==> config.mk <==
export PLATFORM = sky130hd
export DESIGN_NAME = l2_cache_control_flat
export DESIGN_NICKNAME = d
export VERILOG_FILES = /design/src/verilog/cache_ctrl_pkg.sv /design/src/verilog/cache_ctrl_if.sv /design/src/verilog/l2_cache_control.sv /design/src/flat_wrapper.sv
export SDC_FILE = /design/constraint.sdc
export NUM_CORES = 1
export LEC_CHECK = 0
export ABC_AREA = 0
export BUFFER_PORTS_ARGS = -buffer_cell sky130_fd_sc_hd__buf_2
export CORE_AREA = 8 8 45 47
export CTS_CLUSTER_SIZE = 24
export DETAILED_ROUTE_END_ITERATION = 10
export DIE_AREA = 0 0 53 55
export PLACE_DENSITY_LB_ADDON = 0.05
export SLEW_MARGIN = 20
export SYNTH_ARGS = -nofsm -noshare
export SYNTH_HDL_FRONTEND = slang
export SYNTH_SLANG_ARGS = --single-unit
==> constraint.sdc <==
create_clock -name clk -period 1.6 [get_ports clk]
set_input_delay 0.16 -clock clk [delete_from_list [all_inputs] [get_ports clk]]
set_output_delay 0.16 -clock clk [all_outputs]
set_load 0.005 [all_outputs]
==> src/verilog/cache_ctrl_pkg.sv <==
package cache_ctrl_pkg;

    // controller states
    //   idle      wait for a request from the arbiter
    //   compare   tag lookup, respond on a hit
    //   writeback push the dirty victim out to memory
    //   allocate  fetch the requested line from memory
    typedef enum logic [1:0] {
        idle      = 2'd0,
        compare   = 2'd1,
        writeback = 2'd2,
        allocate  = 2'd3
    } cache_state_t;

endpackage : cache_ctrl_pkg

==> src/verilog/cache_ctrl_if.sv <==
interface cache_ctrl_if;

    // array load strobes
    logic load_data;
    logic load_tag;
    logic load_dirty;
    logic load_plru;
    logic dirty_in;

    // steer datapath muxes toward the victim or the fill
    logic is_allocate;
    logic use_replace;

    // lookup status back to the FSM
    logic is_hit;
    logic is_dirty;

    modport control (
        output load_data, load_tag, load_dirty, load_plru, dirty_in,
        output is_allocate, use_replace,
        input  is_hit, is_dirty
    );

    modport datapath (
        input  load_data, load_tag, load_dirty, load_plru, dirty_in,
        input  is_allocate, use_replace,
        output is_hit, is_dirty
    );

endinterface : cache_ctrl_if

==> src/verilog/l2_cache_control.sv <==
module l2_cache_control (
    input  logic          clk,
    input  logic          rst_n,

    // arbiter side
    input  logic          mem_read,
    input  logic          mem_write,
    output logic          mem_resp,

    // adaptor side
    output logic          pmem_read,
    output logic          pmem_write,
    input  logic          pmem_resp,

    cache_ctrl_if.control ctrl
);

    import cache_ctrl_pkg::*;

    cache_state_t state;
    cache_state_t state_next;

    always_ff @(posedge clk) begin
        if (!rst_n) begin
            state <= idle;
        end else begin
            state <= state_next;
        end
    end

    always_comb begin
        state_next       = state;
        mem_resp         = 1'b0;
        pmem_read        = 1'b0;
        pmem_write       = 1'b0;
        ctrl.load_data   = 1'b0;
        ctrl.load_tag    = 1'b0;
        ctrl.load_dirty  = 1'b0;
        ctrl.load_plru   = 1'b0;
        ctrl.dirty_in    = 1'b0;
        ctrl.is_allocate = 1'b0;
        ctrl.use_replace = 1'b0;

        case (state)
            idle: begin
                if (mem_read || mem_write) begin
                    state_next = compare;
                end
            end

            compare: begin
                if (ctrl.is_hit) begin
                    mem_resp       = 1'b1;
                    ctrl.load_plru = 1'b1;
                    // write hit replaces the whole line and marks it dirty
                    if (mem_write) begin
                        ctrl.load_data  = 1'b1;
                        ctrl.load_dirty = 1'b1;
                        ctrl.dirty_in   = 1'b1;
                    end
                    state_next = idle;
                end else if (ctrl.is_dirty) begin
                    state_next = writeback;
                end else begin
                    state_next = allocate;
                end
            end

            writeback: begin
                ctrl.use_replace = 1'b1;
                pmem_write       = 1'b1;
                if (pmem_resp) begin
                    state_next = allocate;
                end
            end

            allocate: begin
                ctrl.use_replace = 1'b1;
                ctrl.is_allocate = 1'b1;
                pmem_read        = 1'b1;
                // fill lands clean, then compare again to serve the request
                if (pmem_resp) begin
                    ctrl.load_data  = 1'b1;
                    ctrl.load_tag   = 1'b1;
                    ctrl.load_dirty = 1'b1;
                    ctrl.dirty_in   = 1'b0;
                    state_next      = compare;
                end
            end

            default: begin
                state_next = idle;
            end
        endcase
    end

endmodule : l2_cache_control

==> src/flat_wrapper.sv <==
// flat-port wrapper written by rule: the top's interface ports become plain ports
module l2_cache_control_flat import cache_ctrl_pkg::*;
  (clk, rst_n, mem_read, mem_write, mem_resp, pmem_read, pmem_write, pmem_resp, ctrl_load_data, ctrl_load_tag, ctrl_load_dirty, ctrl_load_plru, ctrl_dirty_in, ctrl_is_allocate, ctrl_use_replace, ctrl_is_hit, ctrl_is_dirty);
  cache_ctrl_if ctrl_i ();
  input  logic clk;
  input  logic rst_n;
  input  logic mem_read;
  input  logic mem_write;
  output logic mem_resp;
  output logic pmem_read;
  output logic pmem_write;
  input  logic pmem_resp;
  output wire logic [$bits(ctrl_i.load_data)-1:0] ctrl_load_data;
  output wire logic [$bits(ctrl_i.load_tag)-1:0] ctrl_load_tag;
  output wire logic [$bits(ctrl_i.load_dirty)-1:0] ctrl_load_dirty;
  output wire logic [$bits(ctrl_i.load_plru)-1:0] ctrl_load_plru;
  output wire logic [$bits(ctrl_i.dirty_in)-1:0] ctrl_dirty_in;
  output wire logic [$bits(ctrl_i.is_allocate)-1:0] ctrl_is_allocate;
  output wire logic [$bits(ctrl_i.use_replace)-1:0] ctrl_use_replace;
  input wire logic [$bits(ctrl_i.is_hit)-1:0] ctrl_is_hit;
  input wire logic [$bits(ctrl_i.is_dirty)-1:0] ctrl_is_dirty;
  assign ctrl_load_data = ctrl_i.load_data;
  assign ctrl_load_tag = ctrl_i.load_tag;
  assign ctrl_load_dirty = ctrl_i.load_dirty;
  assign ctrl_load_plru = ctrl_i.load_plru;
  assign ctrl_dirty_in = ctrl_i.dirty_in;
  assign ctrl_is_allocate = ctrl_i.is_allocate;
  assign ctrl_use_replace = ctrl_i.use_replace;
  assign ctrl_i.is_hit = ctrl_is_hit;
  assign ctrl_i.is_dirty = ctrl_is_dirty;
  l2_cache_control u_core (.clk(clk), .rst_n(rst_n), .mem_read(mem_read), .mem_write(mem_write), .mem_resp(mem_resp), .pmem_read(pmem_read), .pmem_write(pmem_write), .pmem_resp(pmem_resp), .ctrl(ctrl_i));
endmodule
==> results.ini, run 1 <==
[setup_path]
cp_top_family=flip-flops
r2r_slack_ns=0.22
worstSetupPathType=reg2out
cp-startpoint=u_core.state[1]$_SDFFE_PN0P_
r2r_end=u_core.state[1]$_SDFFE_PN0P_
path_buf_inv=2
timing.rr.start=u_core.state[0]$_SDFFE_PN0P_
crit_chain=inv_2 -> ha_1 -> or2_4 -> a21o_1 -> buf_2
cp_max_fo=5
rr_worst_depth=5
crit_slowest_cell=dfxtp_4
crit_arrival_ns=1.33
worstSetupEndpointType=primary output
required_ns=1.44
start_kind=flip-flop
crit_path_max_incr_delay_ns=0.36

[route]
drt_iter0_drc=1
wl_per_cell_um=11.6
wl_met3_um=104
drt-total-wl_um=757
remaining_drc_errors=0
viasPerCell=4.25
antenna_left=0
num_vias=276
highest_layer=met3
wirelength_met1_um=282
drt_pass1_iterations=3
wl_met2_um=370

[place]
pre_cts_slack_ns=0.131
portBuffers=16
dpl.cell_count=62
gp_congestion=0.678

[floorplan]
pin_count=17
initial_core_util_pct=19.3
num_rows=14
die_w_um=53
die-height_um=55
dieArea_um2=2920
core_um2=1380

[grt]
grt_pass1_vias=289
antenna_found_initial=0
grt_pass1_wl_mm=1.21
gr-total-overflow=0
grt_use_total_pct=5.73
grt_max_degree=7

[sta]
rsz0062_at_grt=false
finalMaxSlewViolations=0
final_hold_viol_count=0
fmax_mhz=670
finalSetupViolations=0
final.period_utilization_pct=93.3
tns_ns=0
tightest_slew_ns=0.290
relSlewSlack_pct=80.4
clock_skew_ns=0.0000135
finalCriticalPeriod_ns=1.49
finalWorstSetupSlack_ns=0.108

[power]
vdd_ir_drop_max_mv=0.383
p_leak_uw=0.000231
power_uw=260
power_density_nw_per_um2=674

[clock_network]
clock_latency_ns=0.22
hold_buffers=0
htree_levels=1
clock-sinks=2
numCtsBuffers=3
cts_tree=done
clockBufferDepth=2
clockRootBuffer=clkbuf_4
cts.clk_slew.worst_paths_ns=0.03
cts_setup_buffers=0

[synthesis]
synth_fp_nets=45
synth_top_area_share_pct=28.0
syn_inst=32
synth_area_leader_cell=ha_1
ys_seq_area_share_pct=15.0
yosysWarnings=0
synthTopCellsByArea=ha_1 28%, dfxtp_1 15%, buf_4 8.4%
syn_area_um2=268
ys_seq_elements=2
synth_cell_type_count=19
syn_avg_cell_area_um2=8.37

[run_status]
status=completed

[layout]
layout_commonest_cell=buf_2
largest_register_ffs=2
syn_to_final_growth_pct=43.9
multi_input_area_um2=195
fin_nets=64
fillerInstances=160
top_register=u_core.state
drive_above_1_share_pct=53.1
diodes=0
regArea_um2=45.0
top_regs=u_core.state (2)
stdcell_count=65
final_cell_mix=16 x buf_2, 5 x ha_1, 3 x inv_1, 3 x clkbuf_4

[worst_hold_path]
whs_endpoint=u_core.state[1]$_SDFFE_PN0P_
worstHoldPathCells=3
min_from=rst_n
hp-class=in2reg

[run]
drv_cap=0

==> per-stage QoR <==
step           instance area, µm²  utilization (%)  hold WS (ns)
4_1_cts                       382             27.6         0.211
5_1_grt                       385             27.8         0.209
3_5_place_dp                  353             25.5         0.455
2_1_floorplan                 268                -         0.307
6_report                      385             27.8         0.220
3_3_place_gp                  353             25.5         0.450
==> power breakdown <==
group | switching (µW) | internal (µW) | total [µW]
Combinational | 42.0 | 45.9 | 87.9
Clock | 25.0 | 82.5 | 107
Sequential | 8.68 | 55.8 | 64.5
==> timing repair <==
action,4_1_cts,5_1_grt
setup endpoints to repair,2,3
resized for setup,4,2
pin swaps,0,1
hold endpoints to repair,0,0
==> how the worst max path moves through the flow <==
stage	endpoint	slack [ns]	cells past startpoint
floorplan	ctrl_load_dirty	0.21	5
global placement	ctrl_load_data	0.15	5
detailed placement	u_core.state[1]$_SDFFE_PN0P_	0.13	5
CTS	ctrl_load_data	0.001	5
global route	ctrl_load_data	0.03	5
finish	ctrl_load_data	0.11	5
==> routing by layer <==
metal	vias to the layer above	GRT usage, %
li1	142	-
met1	123	5.90
met2	11	8.98
met3	0	4.55
met4	0	1.29
met5	-	0
==> cells by family (layout without fill, tap and decap cells) <==
family / after synthesis / after routing / synth area share (%)
multiplexers: 1 / 1 / 3.74
flip-flops: 2 / 2 / 15.0
AO/OA/AOI/OAI: 6 / 6 / 17.3
AND/OR/NAND/NOR: 10 / 10 / 22.0
adder cells (fa/ha/maj): 6 / 6 / 28.0
buffers and inverters: 7 / 24 / 14.0
==> area by class of cell <==
cell class | count | area share, %
tap | 16 | 5.19
multi-input combinational | 23 | 50.6
clock buffer | 3 | 5.84
timing repair buffer | 17 | 22.7
inverter | 4 | 3.90
sequential | 2 | 11.7
==> Yosys cell counts, drive strengths merged <==
library cell,number
a21o,1
a21oi,2
a2bb2oi,1
and2,2
and3,1
buf,3
dfxtp,2
ha,6
inv,4
mux2i,1
nand2,1
nand2b,1
nor2,2
nor2b,1
o211ai,1
o311ai,1
or2,1
or4b,1
==> worst min-delay path, stage by stage <==
cell	delay (ns)
buf_2	0.12
nand2_1	0.06
mux2i_1	0.05
Note: power is estimated with default switching activity, not from simulation.
==> run 2: changes to the inputs <==
Settings changed: PLACE_DENSITY_LB_ADDON 0.05 to not set.
==> run 2 against run 1 <==
Fmax decreased by 3.3%. Critical path type unchanged. Largest power group unchanged. Clock power barely moved. Cell count is the same. Critical path depth shrank 1. Clock skew is 0.0056 ns higher. Via count grew 4.0%. Sequential power fell by 0.9%. Die area unchanged. Core utilization up 0.36 points. Flip-flop and latch count unchanged. Hold slack worse by 0.0047 ns.
==> results.ini, run 2 (same netlist as run 1, synthesis figures left out) <==
[run_status]
status=completed  ; unchanged

[clock_network]
cts.clk_slew.worst_paths_ns=0.03  ; about the same
cts_tree=done  ; unchanged
clockRootBuffer=clkbuf_4  ; unchanged
clockBufferDepth=2  ; unchanged
hold_buffers=0  ; unchanged
numCtsBuffers=3  ; unchanged
clock_latency_ns=0.22  ; about the same
htree_levels=1  ; unchanged
clock-sinks=2  ; unchanged

[grt]
gr-total-overflow=0  ; unchanged
grt_pass1_vias=262  ; was 289
grt_use_total_pct=5.62  ; was 5.73%
antenna_found_initial=0  ; unchanged
grt_max_degree=7  ; unchanged
grt_pass1_wl_mm=1.19  ; was 1.21 mm

[layout]
fillerInstances=154  ; was 160
fin_nets=64  ; unchanged
syn_to_final_growth_pct=45.8  ; was 43.9%
top_register=u_core.state  ; unchanged
multi_input_area_um2=204  ; was 195 µm²
drive_above_1_share_pct=57.1  ; was 53.1%
layout_commonest_cell=buf_2  ; unchanged
regArea_um2=41.3  ; was 45.0 µm²
diodes=0  ; unchanged
final_cell_mix=16 x buf_2, 4 x ha_1, 3 x inv_1, 3 x clkbuf_4  ; was 16 x buf_2, 5 x ha_1, 3 x inv_1, 3 x clkbuf_4
largest_register_ffs=2  ; unchanged
top_regs=u_core.state (2)  ; unchanged

[sta]
clock_skew_ns=0.00560  ; was 0.0000135 ns
fmax_mhz=648  ; was 670 MHz
finalWorstSetupSlack_ns=0.0565  ; was 0.108 ns
finalSetupViolations=0  ; unchanged
tns_ns=0  ; unchanged
finalCriticalPeriod_ns=1.54  ; was 1.49 ns
rsz0062_at_grt=false  ; unchanged
final.period_utilization_pct=96.5  ; was 93.3%
finalMaxSlewViolations=0  ; unchanged
relSlewSlack_pct=78.4  ; was 80.4%
tightest_slew_ns=0.319  ; was 0.290 ns
final_hold_viol_count=0  ; unchanged

[route]
remaining_drc_errors=0  ; unchanged
wl_per_cell_um=11.1  ; was 11.6 µm
drt_pass1_iterations=2  ; was 3
wl_met2_um=295  ; was 370 µm
highest_layer=met3  ; unchanged
viasPerCell=4.42  ; was 4.25
antenna_left=0  ; unchanged
drt-total-wl_um=724  ; was 757 µm
num_vias=287  ; was 276
wirelength_met1_um=282  ; unchanged
drt_iter0_drc=2  ; was 1
wl_met3_um=146  ; was 104 µm

[floorplan]
dieArea_um2=2920  ; unchanged
pin_count=17  ; unchanged
initial_core_util_pct=19.3  ; unchanged
core_um2=1380  ; unchanged
die_w_um=53  ; unchanged
num_rows=14  ; unchanged
die-height_um=55  ; unchanged

[setup_path]
cp_max_fo=6  ; was 5
required_ns=1.44  ; about the same
crit_arrival_ns=1.38  ; was 1.33 ns
start_kind=flip-flop  ; unchanged
worstSetupEndpointType=primary output  ; unchanged
worstSetupPathType=reg2out  ; unchanged

[power]
power_density_nw_per_um2=668  ; was 674 nW/µm²
p_leak_uw=0.000233  ; was 0.000231 µW
vdd_ir_drop_max_mv=0.415  ; was 0.383 mV

[place]
gp_congestion=0.705  ; was 0.678
portBuffers=16  ; unchanged
pre_cts_slack_ns=0.0992  ; was 0.131 ns

[worst_hold_path]
hp-class=in2reg  ; unchanged

[run]
drv_cap=0  ; unchanged

==> run 2: cell type report <==
class                      count  share of cell area (%)
multi-input combinational     23                    52.2
tap                           16                    5.13
timing repair buffer          17                    22.4
sequential                     2                    10.6
inverter                       4                    3.85
clock buffer                   3                    5.77
==> run 2: worst paths after layout <==
kind | startpoint | end | slack [ns] | cells past startpoint
setup / recovery | u_core.state[0]$_SDFFE_PN0P_ | ctrl_load_data | 0.06 | 4
hold / removal | rst_n | u_core.state[1]$_SDFFE_PN0P_ | 0.21 | 3
setup reg to reg | u_core.state[0]$_SDFFE_PN0P_ | u_core.state[1]$_SDFFE_PN0P_ | 0.20 | 5
hold reg to reg | u_core.state[1]$_SDFFE_PN0P_ | u_core.state[1]$_SDFFE_PN0P_ | 0.61 | 3
==> run 2: power breakdown <==
group / switching, µW / total (µW) / internal [µW]
sequential: 7.99 / 63.9 / 55.9
combinational: 42.5 / 87.2 / 44.7
clock: 27.2 / 110 / 82.6
==> run 2: critical path: stages (launching register included) <==
cell	delay, ns
dfxtp_1	0.35
ha_2	0.23
or2_2	0.27
a21o_1	0.18
buf_2	0.12
==> run 2: layer usage <==
metal / track usage [%] / vias to the layer above
li1: - / 141
met1: 6.21 / 131
met4: 1.29 / 0
met5: 0 / -
met3: 5.35 / 0
met2: 7.62 / 15
==> run 2: per-stage QoR <==
step	total power [µW]	utilization (%)	instance area (µm²)	instances	hold WS [ns]
after floorplan	120	-	268	32	0.307
after detailed placement	146	25.0	345	61	0.451
after global placement	144	25.0	345	61	0.450
final	261	28.2	390	65	0.215
after CTS	263	27.4	379	65	0.212
after global routing	291	28.2	390	65	0.220
==> run 2: timing repair <==
| action | CTS | global route |
|---|---|---|
| endpoints found under the setup margin | 2 | 5 |
| endpoints found under the hold margin | 0 | 0 |
| pin swaps | 0 | 1 |
| gates resized for setup | 2 | 4 |
| setup buffers | 1 | 0 |
==> run 3: changes to the inputs <==
Settings changed: CELL_PAD_IN_SITES_DETAIL_PLACEMENT set to 0, CELL_PAD_IN_SITES_GLOBAL_PLACEMENT set to 1, PLACE_DENSITY_LB_ADDON set to 0.1.
==> run 3 against run 2 <==
Fmax is 4.5% higher. Design area increased by 0.96%. Combinational power up 4.0%. Clock power up 4%. Register-to-register slack improved by 0.02 ns. Sequential power about the same. Highest routed layer is now met4. Flip-flop and latch count stayed put. Largest cell class unchanged. Core utilization increased by 0.27 points. Critical path depth grew 1. Clock skew rose by 0.0015 ns.
==> results.ini, run 3 (same netlist as run 1, synthesis figures left out) <==
[run_status]
status=completed  ; unchanged

[route]
num_vias=281  ; was 287
drt_iter0_drc=0  ; was 2
remaining_drc_errors=0  ; unchanged
viasPerCell=4.32  ; was 4.42
drt_pass1_iterations=1  ; was 2
drt-total-wl_um=747  ; was 724 µm
wl_per_cell_um=11.5  ; was 11.1 µm
antenna_left=0  ; unchanged

[clock_network]
clockBufferDepth=2  ; unchanged
numCtsBuffers=3  ; unchanged
clock_latency_ns=0.23  ; was 0.22 ns
cts_tree=done  ; unchanged
clock-sinks=2  ; unchanged
htree_levels=1  ; unchanged
hold_buffers=0  ; unchanged
cts.clk_slew.worst_paths_ns=0.03  ; about the same
clockRootBuffer=clkbuf_4  ; unchanged

[worst_hold_path]
whs_endpoint=u_core.state[0]$_SDFFE_PN0P_  ; was u_core.state[1]$_SDFFE_PN0P_
worstHoldPathCells=3  ; unchanged
min_from=rst_n  ; unchanged
hp-class=in2reg  ; unchanged

[layout]
top_regs=u_core.state (2)  ; unchanged
fillerInstances=168  ; was 154
diodes=0  ; unchanged
regArea_um2=45.0  ; was 41.3 µm²
syn_to_final_growth_pct=47.2  ; was 45.8%
final_util_pct=28.5  ; was 28.2%
drive_above_1_share_pct=57.1  ; unchanged
layout_commonest_cell=buf_2  ; unchanged
top_register=u_core.state  ; unchanged
fin_nets=64  ; unchanged
final_cell_mix=16 x buf_2, 5 x ha_1, 3 x inv_1, 3 x clkbuf_4, 2 x and2_1  ; was 16 x buf_2, 4 x ha_1, 3 x inv_1, 3 x clkbuf_4
largest_register_ffs=2  ; unchanged
multi_input_area_um2=204  ; unchanged

[floorplan]
core_um2=1380  ; unchanged
num_rows=14  ; unchanged
die-height_um=55  ; unchanged
initial_core_util_pct=19.3  ; unchanged
dieArea_um2=2920  ; unchanged
die_w_um=53  ; unchanged
pin_count=17  ; unchanged

[setup_path]
timing.rr.start=u_core.state[0]$_SDFFE_PN0P_  ; unchanged
r2r_end=u_core.state[0]$_SDFFE_PN0P_  ; was u_core.state[1]$_SDFFE_PN0P_
r2r_slack_ns=0.22  ; was 0.20 ns
crit_chain=inv_2 -> ha_1 -> or2_4 -> a21o_1 -> buf_2  ; was ha_2 -> or2_2 -> a21o_1 -> buf_2
start_kind=flip-flop  ; unchanged
required_ns=1.44  ; about the same
rr_worst_depth=5  ; unchanged
worstSetupEndpointType=primary output  ; unchanged
cp_max_fo=4  ; was 6
crit_path_max_incr_delay_ns=0.35  ; about the same
crit_arrival_ns=1.32  ; was 1.38 ns
worstSetupPathType=reg2out  ; unchanged
crit_slowest_cell=dfxtp_4  ; was dfxtp_1

[power]
switching_share_pct=30.6  ; was 29.8%
power_density_nw_per_um2=681  ; was 668 nW/µm²
combPwrFrac_pct=33.8  ; was 33.4%
p_leak_uw=0.000234  ; was 0.000233 µW
switching_power_uw=82.1  ; was 77.7 µW
pwr-share-clk_pct=42.4  ; was 42.1%
seq_power_share_pct=23.8  ; was 24.5%
vdd_ir_drop_max_mv=0.345  ; was 0.415 mV
p_int_uw=186  ; was 183 µW

[grt]
antenna_found_initial=0  ; unchanged
grt_use_total_pct=5.79  ; was 5.62%
gr-total-overflow=0  ; unchanged
grt_pass1_vias=276  ; was 262
grt_pass1_wl_mm=1.20  ; was 1.19 mm
grt_max_degree=7  ; unchanged

[sta]
clock_skew_ns=0.00707  ; was 0.00560 ns
relSlewSlack_pct=78.7  ; was 78.4%
fmax_mhz=677  ; was 648 MHz
final.period_utilization_pct=92.3  ; was 96.5%
tns_ns=0  ; unchanged
final_hold_viol_count=0  ; unchanged
finalSetupViolations=0  ; unchanged
finalMaxSlewViolations=0  ; unchanged
finalCriticalPeriod_ns=1.48  ; was 1.54 ns
rsz0062_at_grt=false  ; unchanged
tightest_slew_ns=0.315  ; was 0.319 ns

[place]
dp_hpwl_um=645
gp_congestion=0.752  ; was 0.705
portBuffers=16  ; unchanged

[run]
drv_cap=0  ; unchanged

[run 3: changes by cell type in the layout (fill, tap and decap cells not counted)]
cell	delta
dfxtp_4	+1
or2_2	-1
or2_4	+1
ha_1	+1
dfxtp_1	-1
ha_2	-1
[run 3: per-stage QoR]
step | hold WS [ns] | cells | total power (µW) | setup WS (ns) | instance area, µm²
after floorplan | 0.307 | 32 | 120 | 0.213 | 268
after global placement | 0.465 | 61 | 150 | 0.0425 | 345
after detailed placement | 0.452 | 61 | 147 | 0.0525 | 345
after CTS | 0.210 | 65 | 270 | 0.00734 | 379
after global routing | 0.213 | 65 | 297 | 0.0493 | 394
final | 0.212 | 65 | 268 | 0.123 | 394
[run 3: power by group through the flow]
stage,Combinational (µW),Clock (µW),Sequential (µW)
after global placement,86.0,0,63.7
after detailed placement,82.7,0,64.2
after global routing,102,130,64.6
after floorplan,57.4,0,62.3
final,90.7,114,63.8
after CTS,84.9,122,63.6
[run 3: critical path: cells and delay by family (launching register included)]
kind / cells / cell delay, ns
buffers and inverters: 2 / 0.17
adders and majority gates: 1 / 0.18
AOI/OAI and AO/OA: 1 / 0.16
and+or+nand+nor: 1 / 0.24
DFF: 1 / 0.35
[run 3: worst max-delay path by stage]
| stage | from | to | slack [ns] | cells after the start |
|---|---|---|---|---|
| global placement | u_core.state[0]$_SDFFE_PN0P_ | u_core.state[1]$_SDFFE_PN0P_ | 0.04 | 5 |
| finish | u_core.state[1]$_SDFFE_PN0P_ | ctrl_load_dirty | 0.12 | 5 |
| floorplan | u_core.state[1]$_SDFFE_PN0P_ | ctrl_load_dirty | 0.21 | 5 |
| CTS | u_core.state[1]$_SDFFE_PN0P_ | ctrl_load_dirty | 0.007 | 5 |
| global route | u_core.state[1]$_SDFFE_PN0P_ | ctrl_load_dirty | 0.05 | 5 |
| detailed placement | u_core.state[0]$_SDFFE_PN0P_ | u_core.state[1]$_SDFFE_PN0P_ | 0.05 | 5 |
[run 3: what timing repair did]
| action | 4_1_cts | 5_1_grt |
|---|---|---|
| pin swaps | 0 | 1 |
| endpoints found under the setup margin | 2 | 4 |
| buffers inserted | 1 | 0 |
| resized for setup | 2 | 6 |
[run 3: layer usage]
layer / global-route usage, % / share of wire (%) / vias to the layer above / routed length [µm]
li1: - / - / 139 / -
met3: 4.28 / 14 / 4 / 106
met1: 5.76 / 36 / 126 / 267
met2: 7.81 / 48 / 12 / 358
met4: 5.17 / 2.0 / 0 / 15
met5: 0 / 0 / - / 0
[run 3: area by class of cell]
class | count | share of cell area [%]
multi-input cells | 23 | 51.7
repair buffers | 17 | 22.2
flip-flops and latches | 2 | 11.4
clock buffers | 3 | 5.71
well taps | 16 | 5.08
inverters | 4 | 3.81
